===== src/design/div_pkg.sv =====
`default_nettype none
//####################################################################
// divider package
// widths and initial flag value shared by the divide unit RTL
//####################################################################

package div_pkg;

    localparam int data_w = 32;             // operand width
    localparam int sr_w   = 2 * data_w + 1; // divisor field + reversed quotient
    localparam int div_w  = data_w + 1;     // divisor field and subtractor width
    localparam int res_w  = 2 * data_w;     // {remainder, quotient}

    // divisor is loaded pre-shifted by one, so the position marker starts at bit 1
    // one bit wider than the operands so a shift up to b<<32 keeps its marker
    localparam logic [div_w-1:0] flag_init = div_w'(2);

endpackage

`default_nettype wire


===== src/design/div_align_shifter.sv =====
`timescale 1ns/1ps
`default_nettype none
//####################################################################
// divider align shifter
// 65-bit divisor/quotient shift register with a one-hot position flag
//####################################################################

module div_align_shifter (
    input  logic                       clk,
    input  logic                       rst,
    input  logic                       load,
    input  logic                       shift_left,
    input  logic                       right_step,
    input  logic                       last_step,
    input  logic [div_pkg::data_w-1:0] b_abs,
    input  logic                       co,
    output logic [div_pkg::div_w-1:0]  divisor,
    output logic [div_pkg::data_w-1:0] quot_rev,
    output logic                       flag_lsb
);

    logic [div_pkg::sr_w-1:0]  sr;
    logic [div_pkg::div_w-1:0] flag; // one-hot, marks current divisor shift

    assign divisor  = sr[div_pkg::sr_w-1:div_pkg::data_w];
    assign quot_rev = sr[div_pkg::data_w-1:0];
    assign flag_lsb = flag[0];

    always_ff @(posedge clk) begin
        if (rst) begin
            sr   <= '0;
            flag <= '0;
        end else if (load) begin
            // divisor pre-shifted by one, quotient field cleared
            sr   <= {b_abs, 1'b0, {div_pkg::data_w{1'b0}}};
            flag <= div_pkg::flag_init;
        end else if (shift_left) begin
            sr   <= {sr[div_pkg::sr_w-2:0], 1'b0};
            flag <= {flag[div_pkg::div_w-2:0], 1'b0};
        end else if (right_step) begin
            // divisor moves down one, co lands at bit 30 as the next reversed
            // quotient bit. bit 31 catches the divisor lsb and is dropped on
            // the following step. during the align correction co is low and
            // bit 31 is still zero, so this matches a plain right shift
            sr   <= {1'b0, sr[div_pkg::sr_w-1:div_pkg::data_w], co,
                     sr[div_pkg::data_w-2:1]};
            flag <= {1'b0, flag[div_pkg::div_w-1:1]};
        end else if (last_step) begin
            sr[div_pkg::data_w-1] <= co; // quotient lsb, no shift
        end
    end

endmodule

`default_nettype wire


===== src/design/div_ctrl.sv =====
`timescale 1ns/1ps
`default_nettype none
//####################################################################
// divider control
// idle/align/iterate sequencing and the result valid handshake
//####################################################################

module div_ctrl (
    input  logic clk,
    input  logic rst,
    input  logic opn_valid,
    input  logic res_ready,
    input  logic co,
    input  logic flag_lsb,
    output logic load,
    output logic shift_left,
    output logic right_step,
    output logic last_step,
    output logic res_valid,
    output logic busy
);

    // idle: !running, aligning: running & aligning, iterating: running & !aligning
    logic running;
    logic aligning;

    assign busy = running | res_valid; // pending result blocks new operands too

    // one-way operand handshake, taken whenever idle
    assign load       = opn_valid & ~busy;
    assign shift_left = running & aligning & co;
    // align overshoot correction and the regular iterate step share one command
    assign right_step = running & ((aligning & ~co) | (~aligning & ~flag_lsb));
    assign last_step  = running & ~aligning & flag_lsb;

    always_ff @(posedge clk) begin
        if (rst) begin
            running  <= 1'b0;
            aligning <= 1'b0;
        end else if (load) begin
            running  <= 1'b1;
            aligning <= 1'b1;
        end else if (running & aligning & ~co) begin
            aligning <= 1'b0; // divisor passed the remainder
        end else if (last_step) begin
            running <= 1'b0;
        end
    end

    always_ff @(posedge clk) begin
        if (rst) begin
            res_valid <= 1'b0;
        end else if (last_step) begin
            res_valid <= 1'b1;
        end else if (res_valid & res_ready) begin
            res_valid <= 1'b0; // transfer done
        end
    end

endmodule

`default_nettype wire


===== src/design/div_operand_prep.sv =====
`timescale 1ns/1ps
`default_nettype none
//####################################################################
// divider operand prep
// absolute values of the live operands, sign info saved on load
//####################################################################

module div_operand_prep (
    input  logic                       clk,
    input  logic                       rst,
    input  logic                       load,
    input  logic [div_pkg::data_w-1:0] a,
    input  logic [div_pkg::data_w-1:0] b,
    input  logic                       sign,
    output logic [div_pkg::data_w-1:0] a_abs,
    output logic [div_pkg::data_w-1:0] b_abs,
    output logic                       a_neg_s,
    output logic                       b_neg_s,
    output logic                       sign_s
);

    logic a_neg;
    logic b_neg;

    assign a_neg = sign & a[div_pkg::data_w-1];
    assign b_neg = sign & b[div_pkg::data_w-1];

    // only sampled in the load cycle
    assign a_abs = a_neg ? (~a + 1'b1) : a;
    assign b_abs = b_neg ? (~b + 1'b1) : b;

    // core may forward new data onto a/b mid-divide, keep our own copy
    always_ff @(posedge clk) begin
        if (rst) begin
            a_neg_s <= 1'b0;
            b_neg_s <= 1'b0;
            sign_s  <= 1'b0;
        end else if (load) begin
            a_neg_s <= a_neg;
            b_neg_s <= b_neg;
            sign_s  <= sign;
        end
    end

endmodule

`default_nettype wire


===== src/design/div_result_fix.sv =====
`timescale 1ns/1ps
`default_nettype none
//####################################################################
// divider result fix
// quotient bit reversal and sign correction of quotient and remainder
//####################################################################

module div_result_fix (
    input  logic [div_pkg::data_w-1:0] quot_rev,
    input  logic [div_pkg::data_w-1:0] remainder,
    input  logic                       a_neg_s,
    input  logic                       b_neg_s,
    input  logic                       sign_s,
    output logic [div_pkg::res_w-1:0]  result
);

    logic [div_pkg::data_w-1:0] quot;
    logic [div_pkg::data_w-1:0] quot_fix;
    logic [div_pkg::data_w-1:0] rem_fix;

    for (genvar i = 0; i < div_pkg::data_w; i++) begin : g_rev
        assign quot[i] = quot_rev[div_pkg::data_w-1-i];
    end

    // truncation toward zero
    assign quot_fix = (sign_s & (a_neg_s ^ b_neg_s)) ? (~quot + 1'b1) : quot;
    // remainder follows the dividend sign
    assign rem_fix  = (sign_s & a_neg_s) ? (~remainder + 1'b1) : remainder;

    assign result = {rem_fix, quot_fix};

endmodule

`default_nettype wire


===== src/design/div_sub_stage.sv =====
`timescale 1ns/1ps
`default_nettype none
//####################################################################
// divider subtract stage
// ripple-carry remainder minus divisor, remainder register and mux
//####################################################################

module div_sub_stage (
    input  logic                       clk,
    input  logic                       rst,
    input  logic                       load,
    input  logic                       right_step,
    input  logic                       last_step,
    input  logic [div_pkg::data_w-1:0] a_abs,
    input  logic [div_pkg::div_w-1:0]  divisor,
    output logic [div_pkg::data_w-1:0] remainder,
    output logic                       co
);

    logic [div_pkg::div_w-1:0] rem_ext;
    logic [div_pkg::div_w-1:0] div_inv;
    logic [div_pkg::div_w-1:0] diff;
    logic [div_pkg::div_w:0]   carry;

    assign rem_ext  = {1'b0, remainder};
    assign div_inv  = ~divisor;
    assign carry[0] = 1'b1; // +1 completes the two's complement

    for (genvar i = 0; i < div_pkg::div_w; i++) begin : g_fa
        assign diff[i]    = rem_ext[i] ^ div_inv[i] ^ carry[i];
        assign carry[i+1] = (rem_ext[i] & div_inv[i]) |
                            (rem_ext[i] & carry[i]) |
                            (div_inv[i] & carry[i]);
    end

    // no borrow out of 33 bits, divisor fits
    assign co = carry[div_pkg::div_w];

    always_ff @(posedge clk) begin
        if (rst) begin
            remainder <= '0;
        end else if (load) begin
            remainder <= a_abs;
        end else if ((right_step | last_step) & co) begin
            remainder <= diff[div_pkg::data_w-1:0]; // diff fits in 32 bits here
        end
    end

endmodule

`default_nettype wire


===== src/design/div_top.sv =====
`timescale 1ns/1ps
`default_nettype none
//####################################################################
// divide unit top
// self-aligning restoring divider for the HI/LO pair of the core
//####################################################################

module div_top (
    input  logic                       clk,
    input  logic                       rst,
    input  logic [div_pkg::data_w-1:0] a,         // dividend
    input  logic [div_pkg::data_w-1:0] b,         // divisor
    input  logic                       sign,      // 1 for signed
    input  logic                       opn_valid,
    input  logic                       res_ready,
    output logic                       res_valid,
    output logic                       busy,
    output logic [div_pkg::res_w-1:0]  result     // {remainder, quotient}
);

    logic                       load;
    logic                       shift_left;
    logic                       right_step;
    logic                       last_step;
    logic                       co;
    logic                       flag_lsb;
    logic [div_pkg::data_w-1:0] a_abs;
    logic [div_pkg::data_w-1:0] b_abs;
    logic                       a_neg_s;
    logic                       b_neg_s;
    logic                       sign_s;
    logic [div_pkg::div_w-1:0]  divisor;
    logic [div_pkg::data_w-1:0] quot_rev;
    logic [div_pkg::data_w-1:0] remainder;

    div_ctrl u_ctrl (
        .clk        (clk),
        .rst        (rst),
        .opn_valid  (opn_valid),
        .res_ready  (res_ready),
        .co         (co),
        .flag_lsb   (flag_lsb),
        .load       (load),
        .shift_left (shift_left),
        .right_step (right_step),
        .last_step  (last_step),
        .res_valid  (res_valid),
        .busy       (busy)
    );

    div_operand_prep u_prep (
        .clk     (clk),
        .rst     (rst),
        .load    (load),
        .a       (a),
        .b       (b),
        .sign    (sign),
        .a_abs   (a_abs),
        .b_abs   (b_abs),
        .a_neg_s (a_neg_s),
        .b_neg_s (b_neg_s),
        .sign_s  (sign_s)
    );

    div_align_shifter u_shifter (
        .clk        (clk),
        .rst        (rst),
        .load       (load),
        .shift_left (shift_left),
        .right_step (right_step),
        .last_step  (last_step),
        .b_abs      (b_abs),
        .co         (co),
        .divisor    (divisor),
        .quot_rev   (quot_rev),
        .flag_lsb   (flag_lsb)
    );

    div_sub_stage u_sub (
        .clk        (clk),
        .rst        (rst),
        .load       (load),
        .right_step (right_step),
        .last_step  (last_step),
        .a_abs      (a_abs),
        .divisor    (divisor),
        .remainder  (remainder),
        .co         (co)
    );

    div_result_fix u_fix (
        .quot_rev  (quot_rev),
        .remainder (remainder),
        .a_neg_s   (a_neg_s),
        .b_neg_s   (b_neg_s),
        .sign_s    (sign_s),
        .result    (result)
    );

endmodule

`default_nettype wire


===== config.mk =====
export PLATFORM = sky130hd
export DESIGN_NAME = div_top
export DESIGN_NICKNAME = d
export VERILOG_FILES = /design/src/design/div_pkg.sv /design/src/design/div_align_shifter.sv /design/src/design/div_ctrl.sv /design/src/design/div_operand_prep.sv /design/src/design/div_result_fix.sv /design/src/design/div_sub_stage.sv /design/src/design/div_top.sv
export SDC_FILE = /design/constraint.sdc
export NUM_CORES = 1
export LEC_CHECK = 0
export ABC_AREA = 1
export BUFFER_PORTS_ARGS = -buffer_cell sky130_fd_sc_hd__buf_4
export CORE_ASPECT_RATIO = 0.5
export CORE_MARGIN = 5
export CORE_UTILIZATION = 60
export CTS_CLUSTER_SIZE = 25
export DETAILED_ROUTE_END_ITERATION = 12
export GPL_ROUTABILITY_DRIVEN = 0
export PLACE_DENSITY_LB_ADDON = 0.12
export SETUP_SLACK_MARGIN = 0.1
export SLEW_MARGIN = 5
export SYNTH_ARGS = -nofsm -noshare
export SYNTH_HDL_FRONTEND = slang
export SYNTH_HIERARCHICAL = 1
export SYNTH_SLANG_ARGS = --single-unit

===== constraint.sdc =====
create_clock -name clk -period 39.5 [get_ports clk]
set_clock_uncertainty 0.2 [all_clocks]
set_input_delay 5.925 -clock clk [delete_from_list [all_inputs] [get_ports clk]]
set_output_delay 5.925 -clock clk [all_outputs]
set_load 0.01 [all_outputs]

* Yosys cells after proc, flatten, opt, wreduce, memory -nomap -nowiden
Index checks and enable logic that the tools add are counted.
** Storage, ports and cells
- Bits in registers :: 136
- Input bits :: 69
- Logic and storage cells :: 302
** Operators by class
- Add/subtract/negate cells :: 4
- Equality and inequality tests :: 1
- Mux-type cells :: 22
- Bitwise logic cells :: 251
- Reductions and logical operators :: 10
** Operator list (count)
- two-way mux 32 bit :: 6
- two-way mux 65 bit :: 2
- adder 32 x 1 -> 32 bit, second input constant :: 4
- inverter 32 bit :: 4
- bitwise AND 1 bit :: 110
- two-way mux 33 bit :: 3
- bitwise OR 1 bit :: 67
- bitwise XOR 1 bit :: 64
- inverter 33 bit :: 1
- two-way mux 31 bit :: 1
- nonzero test 2 bit :: 5
- two-way mux 1 bit :: 9
- nonzero test 3 bit :: 2
- inverter 1 bit :: 5
- OR reduction 3 bit :: 1
- two-way mux 2 bit :: 1
- != test 2 bit, second input constant :: 1
- AND reduction 2 bit :: 1
- OR reduction 2 bit :: 1

* Depth between registers and ports, before layout
Gate-level depths: netlist (run 1).
- Depth in word-level cells :: 106
- Gate-level depth with buffers :: 46
- Mapped depth without buffers :: 45

* Hierarchy
The synthesis (run 1) kept the hierarchy.
** Modules (own cells, without submodules)
- div_align_shifter :: instances 1, cells an instance 706, area an instance 4689.5 um2, sequential area each 1961.9 um2
- div_sub_stage :: instances 1, cells an instance 322, area an instance 2537.4 um2, sequential area each 640.6 um2
- div_operand_prep :: instances 1, cells an instance 466, area an instance 2253.4 um2, sequential area each 60.1 um2
- div_result_fix :: instances 1, cells an instance 438, area an instance 2001.9 um2, sequential area each 0.0 um2
- div_ctrl :: instances 1, cells an instance 23, area an instance 146.4 um2, sequential area each 60.1 um2

* Worst setup path after synthesis (run 1)
Ideal clock, no wire load.
- Path kind :: register to register
- Start point :: reg u_sub/remainder[0] (netlist bit)
- End point :: reg u_shifter/sr[31] (netlist bit)
- Library setup time :: 132 ps
- Data arrival time :: 13252 ps
- Slack :: 25916 ps
- Cell stages (with the launch flop) :: 44
- Path buffers :: 1
- Clock period less this slack :: 13584 ps
- Cells stage by stage :: dfxtp_1 > inv_1 > ha_1 > fa_1 > fa_1 > fa_1 > fa_1 > fa_1 > fa_1 > fa_1 > fa_1 > fa_1 > fa_1 > fa_1 > fa_1 > fa_1 > fa_1 > fa_1 > [8 not listed] > fa_1 > fa_1 > fa_1 > fa_1 > fa_1 > fa_1 > fa_1 > inv_1 > fa_1 > inv_1 > nor2_4 > inv_1 > nor2_1 > inv_2 > buf_6 > or2_2 > nand3_1 > a21oi_1
** RTL lines
- from (decl) :: RTL line div_sub_stage.sv:16 : output logic [div_pkg::data_w-1:0] remainder,
- from (signal assigned) :: RTL line div_sub_stage.sv:43 : remainder <= a_abs;
- from (signal assigned) :: RTL line div_sub_stage.sv:45 : remainder <= diff[div_pkg::data_w-1:0];
- bitwise AND 1 bit :: RTL line div_sub_stage.sv:31 : assign carry[i+1] = (rem_ext[i] & div_inv[i]) |
- bitwise OR 1 bit (*) :: RTL line div_sub_stage.sv:31
- bitwise OR 1 bit (*) :: RTL line div_sub_stage.sv:32 : (rem_ext[i] & carry[i]) |
- bitwise AND 1 bit :: RTL line div_sub_stage.sv:32
- bitwise OR 1 bit :: RTL line div_sub_stage.sv:31
- bitwise OR 1 bit (*) :: RTL line div_sub_stage.sv:32
- bitwise AND 1 bit :: RTL line div_sub_stage.sv:32
- bitwise OR 1 bit :: RTL line div_sub_stage.sv:31
- [85 not listed]
- bitwise AND 1 bit :: RTL line div_sub_stage.sv:32
- bitwise OR 1 bit :: RTL line div_sub_stage.sv:31
- bitwise OR 1 bit (*) :: RTL line div_sub_stage.sv:32
- bitwise AND 1 bit (*) :: RTL line div_sub_stage.sv:33 : (div_inv[i] & carry[i]);
- net co :: RTL line div_top.sv:25 : logic co;
- bitwise AND 1 bit (*) :: RTL line div_ctrl.sv:31 : assign shift_left = running & aligning & co;
- net shift_left :: RTL line div_top.sv:22 : logic shift_left;
- nonzero test 3 bit (no line) or two-way mux 65 bit (tied branches)
- to (signal assigned) :: RTL line div_align_shifter.sv:38 : sr <= {sr[div_pkg::sr_w-2:0], 1'b0};
- to (signal assigned) :: RTL line div_align_shifter.sv:45 : sr <= {1'b0, sr[div_pkg::sr_w-1:div_pkg::data_w], co,
- to (signal, indexed assignment) :: RTL line div_align_shifter.sv:49 : sr[div_pkg::data_w-1] <= co;
- to (decl) :: RTL line div_align_shifter.sv:22 : logic [div_pkg::sr_w-1:0] sr;
The timed path passes the listed nets; every way through them passes the cells marked *. The select of a mux whose other input is x is not followed.
A chain may end at the register's enable or synchronous reset.

* Worst setup path in the final report (run 1)
- Start point :: reg u_sub/remainder[0] (netlist bit)
- End point :: reg u_shifter/sr[57] (netlist bit)
** RTL lines
- bitwise AND 1 bit :: RTL line div_sub_stage.sv:31
- bitwise OR 1 bit (*) :: RTL line div_sub_stage.sv:31
- bitwise OR 1 bit (*) :: RTL line div_sub_stage.sv:32
- bitwise AND 1 bit :: RTL line div_sub_stage.sv:32
- bitwise OR 1 bit :: RTL line div_sub_stage.sv:31
- bitwise OR 1 bit (*) :: RTL line div_sub_stage.sv:32
- bitwise AND 1 bit :: RTL line div_sub_stage.sv:32
- bitwise OR 1 bit :: RTL line div_sub_stage.sv:31
- [86 not listed]
- bitwise OR 1 bit :: RTL line div_sub_stage.sv:31
- bitwise OR 1 bit (*) :: RTL line div_sub_stage.sv:32
- bitwise AND 1 bit (*) :: RTL line div_sub_stage.sv:33
- net co :: RTL line div_top.sv:25
- bitwise AND 1 bit (*) :: RTL line div_ctrl.sv:31
- net shift_left :: RTL line div_top.sv:22
- two-way mux 65 bit :: RTL line div_align_shifter.sv:37 : end else if (shift_left) begin
- two-way mux 65 bit :: RTL line div_align_shifter.sv:33 : end else if (load) begin
- to (signal assigned) :: RTL line div_align_shifter.sv:35 : sr <= {b_abs, 1'b0, {div_pkg::data_w{1'b0}}};
- to (signal assigned) :: RTL line div_align_shifter.sv:38
- to (signal assigned) :: RTL line div_align_shifter.sv:45
The timed path passes the listed nets; every way through them passes the cells marked *.

==> run_results.csv, run 1 <==
group,metric,value,unit
status,status,"completed",
logic_synthesis,yosysSeqAreaShare,23.41,%
routing,dr.pass1.iters,8,
sta,relSlewSlack,20.34,%
setup_path,crit_required,39.65,ns
setup_path,cp-endpoint,"u_shifter/sr[57]$_SDFFE_PP0P_",
routing,vias_per_cell,5.443,
run,cap_violations,0,
routing,drt-initial-drc-count,1456,
logic_synthesis,yosysWarningCount,6,
global_routing,antenna_found_initial,0,
global_routing,grt_pass1_wl,53.67,mm
logic_synthesis,synth_top_area_share,23.41,%
clock_tree,numClockSinks,136,
clock_tree,clk_path_buf_depth,2,
clock_tree,cts_tree,"yes",
clock_tree,h-tree-depth,4,
layout,area_delta_synth_final,11.77,%
routing,ant_nets,0,
layout,utilization,67.58,%
setup_path,endpoint_kind,"flip-flop",
sta,maxSlewViolCount,0,
logic_synthesis,synth_nets,2060,
global_routing,grt_pass1_vias,10891,
layout,fillers,1861,
clock_tree,cts_hold_buf,0,
power_and_ir_drop,p_total,0.5299,mW
floorplanning,ioPinCount,135,
floorplanning,core-area,19230,um^2
sta,hold_viol,0,
sta,tightest_slew,1.195,ns
logic_synthesis,synthCells,1955,
setup_path,ff2ff_path_depth,44,
routing,drc,0,
global_routing,top_usage_layer,"met2",
clock_tree,clk_pin_slew,0.07,ns
global_routing,met1_usage,41.30,%
hold_path,hold_class,"reg2reg",
setup_path,r2r_end,"u_shifter/sr[57]$_SDFFE_PP0P_",
logic_synthesis,synth_edf_count,0,
logic_synthesis,synthArstFlopShare,0,%
clock_tree,root_buffer,"clkbuf_16",
logic_synthesis,synthFlopType,"dfxtp_1",
layout,post_route_cells_drive_above_1_share,12.49,%
power_and_ir_drop,p_leak,6.128,nW
logic_synthesis,synth_top_area_cell,"dfxtp_1",
global_routing,use_met3,5.634,%
sta,fmax,61.39,MHz
logic_synthesis,syn_avg_cell_area,5.948,um^2
routing,routedWlPerCell,14.52,um
setup_path,r2r-start,"u_sub/remainder[0]$_SDFFE_PP0P_",
logic_synthesis,ys_types,41,
sta,layout_min_cycle_time,16.29,ns
floorplanning,die_x,206.9,um
setup_path,r2r_slack,23.21,ns
floorplanning,die-area,22430,um^2
setup_path,crit_fanout,50,
place,numPortBuffers,134,
setup_path,crit_top_cell,"fa_1",
logic_synthesis,synth_seq_cells,136,
clock_tree,insertion_delay,0.43,ns
layout,nNetsFinal,2126,
logic_synthesis,syn_area,11630,um^2
power_and_ir_drop,power_density,40.77,nW/um^2
floorplanning,die_h,108.4,um
place,dp_hpwl,24.65,mm
sta,tns,0,ns
layout,regArea,2723,um^2
power_and_ir_drop,peakVddDrop,0.00002323,V
sta,post-route-period-util,41.24,%
routing,vias,12520,
setup_path,slowest_delay,0.83,ns
global_routing,grt_start_max_net_pins,100,
global_routing,grt.met2_usage,46.64,%
logic_synthesis,synth_area_leaders,"dfxtp_1, nand2_1, nor2_1",
sta,rsz0062_at_grt,"no",
clock_tree,cts_resized,0,
clock_tree,numCtsBuffers,17,
setup_path,timing.critical_path.from,"u_sub/remainder[0]$_SDFFE_PP0P_",
setup_path,crit_path_top_delay_cell,"nor2_4",
routing,routed_wl,33.40,mm
setup_path,cp.arrival,16.44,ns
clock_tree,cts_setup_buffers,0,
setup_path,start_kind,"flip-flop",
global_routing,overflow,0,
floorplanning,row_count,36,
floorplanning,start_util,60.46,%
sta,setup_viol,0,
layout,multi_input_area,7594,um^2
layout,n_antenna_cell,0,
global_routing,grtUsageTotal,29.42,%
setup_path,setup.worst_path.class,"reg2reg",
cell usage after synthesis, drive strengths merged (3+ instances only):
cell and count:
ha 5, or2 3, nor2 289, buf 77, xor2 36, o211ai 3, inv 193, nand3 192
o21ai 113, nand3b 3, xnor2 23, dfxtp 136, a21oi 73, clkbuf 16, nand2 690, fa 31
a31oi 49, nor3 11, nand4 8
report_power, final:
group / leakage (nW) / internal, mW / switching (mW)
clock network: 0.267 / 0.0881 / 0.0680
logic: 4.75 / 0.0783 / 0.128
registers: 1.11 / 0.149 / 0.0180
total: 6.13 / 0.316 / 0.214
sequential cells by signal (all words and copies together), names as in the netlist:
signal,count
u_shifter/flag,33
u_prep/a_neg_s,1
u_prep/b_neg_s,1
u_sub/remainder,32
u_prep/sign_s,1
u_ctrl/res_valid,1
u_ctrl/running,1
u_ctrl/aligning,1
u_shifter/sr,65
per-stage QoR:
step / setup WS, ns / instance area, um^2 / cells / hold WS [ns]
4_1_cts: 23.32 / 13000 / 2300 / 0.2651
6_report: 23.21 / 13000 / 2300 / 0.2615
3_3_place_gp: 23.59 / 12430 / 2268 / 0.2510
3_5_place_dp: 23.38 / 12430 / 2268 / 0.2551
5_1_grt: 22.64 / 13000 / 2300 / 0.2819
2_1_floorplan: 25.92 / 11630 / 1955 / 0.2392
layout make-up:
class                      instances  area share [%]
inverter                         194           5.622
clock inverter                    14           1.059
timing repair buffer             140           8.086
multi-input combinational       1532           58.42
sequential                       136           20.95
clock buffer                      18           3.302
tap                              266           2.561
metal layers:
layer / wire length [um] / up-vias / share of wire [%]
met4: 687 / 0 / 2.1
li1: - / 6301 / -
met3: 2705 / 53 / 8.1
met2: 15120 / 505 / 45
met1: 14890 / 5661 / 45
met5: 0 / - / 0
critical path: cells and delay by family, from the launching register on:
kind	cells	cell delay, ns
flops	1	0.36
fa+ha+maj	32	12.28
buf+inv	6	1.24
simple gates	5	1.93
compound gates	1	0.16
worst min-delay path by stage:
stage,from,end,depth (start not counted)
floorplan,u_shifter/flag[32]$_SDFFE_PP0P_,u_shifter/flag[32]$_SDFFE_PP0P_,2
global placement,u_shifter/flag[32]$_SDFFE_PP0P_,u_shifter/flag[32]$_SDFFE_PP0P_,2
detailed placement,u_shifter/flag[32]$_SDFFE_PP0P_,u_shifter/flag[32]$_SDFFE_PP0P_,2
CTS,u_shifter/flag[32]$_SDFFE_PP0P_,u_shifter/flag[32]$_SDFFE_PP0P_,2
global route,u_shifter/flag[32]$_SDFFE_PP0P_,u_shifter/flag[32]$_SDFFE_PP0P_,2
finish,u_shifter/flag[32]$_SDFFE_PP0P_,u_shifter/flag[32]$_SDFFE_PP0P_,2
placed cells by master (no fill, tap or decap), types with 17 or more instances in the layout:
master / netlist / routed
xnor2_1: 23 / 23
nand2_1: 676 / 676
a21oi_1: 71 / 70
nor2_1: 259 / 258
fa_1: 31 / 31
nand3_1: 173 / 173
a31oi_1: 49 / 49
inv_1: 186 / 185
nor2_2: 18 / 18
dfxtp_1: 136 / 136
xor2_1: 36 / 36
clkbuf_16: 0 / 17
nand3_2: 19 / 19
buf_4: 20 / 140
o21ai_0: 97 / 97
cells by family (layout without fill, tap and decap cells):
logic type	Yosys count	in the layout	share of synthesized area (%)
compound gates	241	241	11.35
xor+xnor	59	59	4.444
fa+ha+maj	36	36	5.875
buf+inv	287	366	11.45
flops	136	136	23.41
simple gates	1196	1196	43.47
Note: power is estimated with default switching activity, not from simulation.
==> inputs of run 2 (changes only) <==
- ABC_AREA: 1 -> 0
- CORE_UTILIZATION: 60 -> 54
- clock period: 39.5 -> 13.3 ns (I/O delays scaled with it)
==> run 2 against run 1 <==
Against the previous run: sequential power rose to 3.4 times the previous value; die area up 0.61%; clock power rose to 3.2 times the previous value.
==> run_results.csv, run 2 <==
group,metric,value,unit
status,status,"completed",
routing,drt-initial-drc-count,692,
hold_path,hold_path_depth,2,
logic_synthesis,synth_nets,1353,
layout,area_delta_synth_final,19.17,%
setup_path,crit_buf_inv,5,
sta,fmax,76.28,MHz
layout,multi_input_area,7291,um^2
setup_path,slowest_delay,0.36,ns
routing,routedWlPerCell,16.91,um
power_and_ir_drop,peakVddDrop,0.00008726,V
layout,n_antenna_cell,0,
sta,tightest_slew,1.052,ns
routing,dr.pass1.iters,5,
sta,maxSlewViolCount,0,
logic_synthesis,synthMostInstantiatedCell,"nor2_1",
global_routing,grt_pass1_wl,44.57,mm
power_and_ir_drop,power_density,168.6,nW/um^2
setup_path,cp.depth,43,
setup_path,crit_fanout,8,
clock_tree,insertion_delay,0.43,ns
logic_synthesis,synth_seq_cells,136,
power_and_ir_drop,intPower,1.301,mW
layout,regArea,2724,um^2
power_and_ir_drop,switching_share,38.53,%
setup_path,cp.arrival,13.22,ns
logic_synthesis,synthCells,1248,
logic_synthesis,synthTopCellsByCount,"nor2_1, dfxtp_1, mux2_2",
run,cap_violations,0,
layout,fillers,1628,
sta,setup_viol,0,
floorplanning,die_h,108.8,um
layout,mostFrequentLayoutCell,"nor2_1",
logic_synthesis,syn_avg_cell_area,8.441,um^2
sta,tns,0,ns
logic_synthesis,synthArstFlopShare,0,%
global_routing,grtUsageTotal,23.81,%
global_routing,grt_pass1_vias,8763,
floorplanning,die-area,22570,um^2
logic_synthesis,synthFlopType,"dfxtp_1",
clock_tree,root_buffer,"clkbuf_16",
place,dp_slack,-0.2724,ns
layout,largest_reg_flops,65,
power_and_ir_drop,combPwrFrac,49.9,%
place,dp_hpwl,19.15,mm
global_routing,antenna_found_initial,0,
logic_synthesis,synth_area_leaders,"dfxtp_1, mux2_2, mux2i_1",
clock_tree,h-tree-depth,4,
logic_synthesis,yosysWarningCount,6,
logic_synthesis,synth_top_area_cell,"dfxtp_1",
global_routing,grt_start_max_net_pins,104,
power_and_ir_drop,clkPwrFrac,23.5,%
layout,stdcell_count,1622,
sta,layout_min_cycle_time,13.11,ns
layout,nNetsFinal,1448,
routing,vias_per_cell,5.694,
sta,post-route-period-util,98.57,%
sta,relSlewSlack,29.87,%
power_and_ir_drop,power_switching,0.8155,mW
global_routing,overflow,0,
clock_tree,numCtsBuffers,17,
logic_synthesis,syn_area,10530,um^2
setup_path,endpoint_kind,"flip-flop",
routing,ant_nets,0,
layout,post_route_cells_drive_above_1_share,27.58,%
clock_tree,cts_tree,"yes",
floorplanning,core-area,19320,um^2
clock_tree,numClockSinks,136,
floorplanning,start_util,54.51,%
floorplanning,ioPinCount,135,
place,numPortBuffers,134,
floorplanning,die_x,207.5,um
power_and_ir_drop,p_leak,5.122,nW
logic_synthesis,synth_top_area_share,25.85,%
setup_path,r2r_slack,0.19,ns
layout,biggestRegsByFlops,"u_shifter/sr: 65 flops, u_shifter/flag: 33 flops, u_sub/remainder: 32 flops",
routing,vias,9236,
sta,hold_viol,0,
routing,routed_wl,27.43,mm
clock_tree,cts_hold_buf,0,
clock_tree,clk_path_buf_depth,2,
setup_path,ff2ff_path_depth,43,
logic_synthesis,yosysSeqAreaShare,25.85,%
setup_path,crit_required,13.41,ns
setup_path,setup.worst_path.class,"reg2reg",
layout,layout_common_cells,"nor2_1, buf_4, dfxtp_1",
setup_path,start_kind,"flip-flop",
setup_path,crit_path_top_delay_cell,"fa_2",
layout,utilization,64.96,%
clock_tree,clk_pin_slew,0.06,ns
setup_path,crit_top_cell,"fa_2",
routing,drc,0,
sta,rsz0062_at_grt,"yes",
layout,top_register,"u_shifter/sr",
power_and_ir_drop,seq_power_share,26.6,%
logic_synthesis,ys_types,64,
sta,finalWorstSetupSlack,0.1898,ns
floorplanning,row_count,36,
place,dp_cells,1583,
hold_path,hold_class,"reg2reg",
setup_path,critPathTopFamily,"adder cells",
logic_synthesis,synth_edf_count,0,
-- run 2: cell count changes in the layout (fill, tap and decap cells not counted), sizes merged, moves of 23 or more --
cell,previous run,this run
o32ai,0,29
nor2,289,149
o21ai,113,16
inv,200,62
mux2,0,93
nand2,690,85
xor2,36,72
xnor2,23,46
mux2i,0,67
nand3,192,2
nor2b,0,68
a211oi,2,31
or2,3,35
-- run 2: power groups by stage --
stage	Clock (mW)	Sequential, mW	Combinational [mW]
floorplan	0	0.538	0.714
global placement	0	0.565	0.943
detailed placement	0	0.569	0.963
CTS	0.507	0.561	1.01
global route	0.528	0.574	1.16
finish	0.498	0.563	1.06
-- run 2: cell families (layout without fill, tap and decap cells) --
| kind of cell | count (synthesis) | after routing | share of synthesized area, % |
|---|---|---|---|
| compound gates | 209 | 209 | 13.39 |
| xor+xnor | 118 | 118 | 9.811 |
| fa+ha+maj | 36 | 36 | 6.485 |
| buf+inv | 143 | 251 | 6.545 |
| flops | 136 | 136 | 25.85 |
| mux | 160 | 160 | 16.31 |
| simple gates | 446 | 446 | 21.62 |
-- run 2: final timing paths --
kind                                    from                                to
max reg2reg  u_sub/remainder[0]$_SDFFE_PP0P_  u_sub/remainder[17]$_SDFFE_PP0P_
max          u_sub/remainder[0]$_SDFFE_PP0P_  u_sub/remainder[17]$_SDFFE_PP0P_
min reg2reg    u_ctrl/res_valid$_SDFFE_PP0P_     u_ctrl/res_valid$_SDFFE_PP0P_
min            u_ctrl/res_valid$_SDFFE_PP0P_     u_ctrl/res_valid$_SDFFE_PP0P_
-- run 2: final cells by class --
class | count | share of cell area, %
multi-input cells | 969 | 58.08
flip-flops and latches | 136 | 21.70
repair buffers | 160 | 10.86
clock buffers | 20 | 3.638
well taps | 266 | 2.651
inverters | 59 | 1.764
clock inverters | 12 | 1.306
-- run 2: worst reg2reg max path: cells and delay by family (launching register included) --
family                     cells  cell delay [ns]
AOI/OAI and AO/OA              1             0.20
adders and majority gates     32            10.82
and+or+nand+nor                4             0.62
DFF                            1             0.33
buffers and inverters          5             0.48
muxes                          1             0.33
-- run 2: timing repair --
action	CTS	global route
setup endpoints to repair	129	96
buffers inserted	4	1
gates resized for setup	18	25
cloned	3	0
pin swaps	1	1
-- run 2: stage by stage --
stage | power [mW] | hold slack [ns] | instance area [um^2]
3_3_place_gp | 1.508 | 0.2861 | 11690
4_1_cts | 2.079 | 0.3191 | 12470
2_1_floorplan | 1.252 | 0.2703 | 10580
5_1_grt | 2.267 | 0.3479 | 12550
6_report | 2.116 | 0.3124 | 12550
3_5_place_dp | 1.532 | 0.3067 | 11690
-- run 2: routing by layer --
layer	share of wire [%]	vias up	track usage, %
met4	1.2	0	4.998
met3	6.6	31	4.599
met5	0	-	0
met1	48	4402	33.99
li1	-	4528	-
met2	44	275	37.93
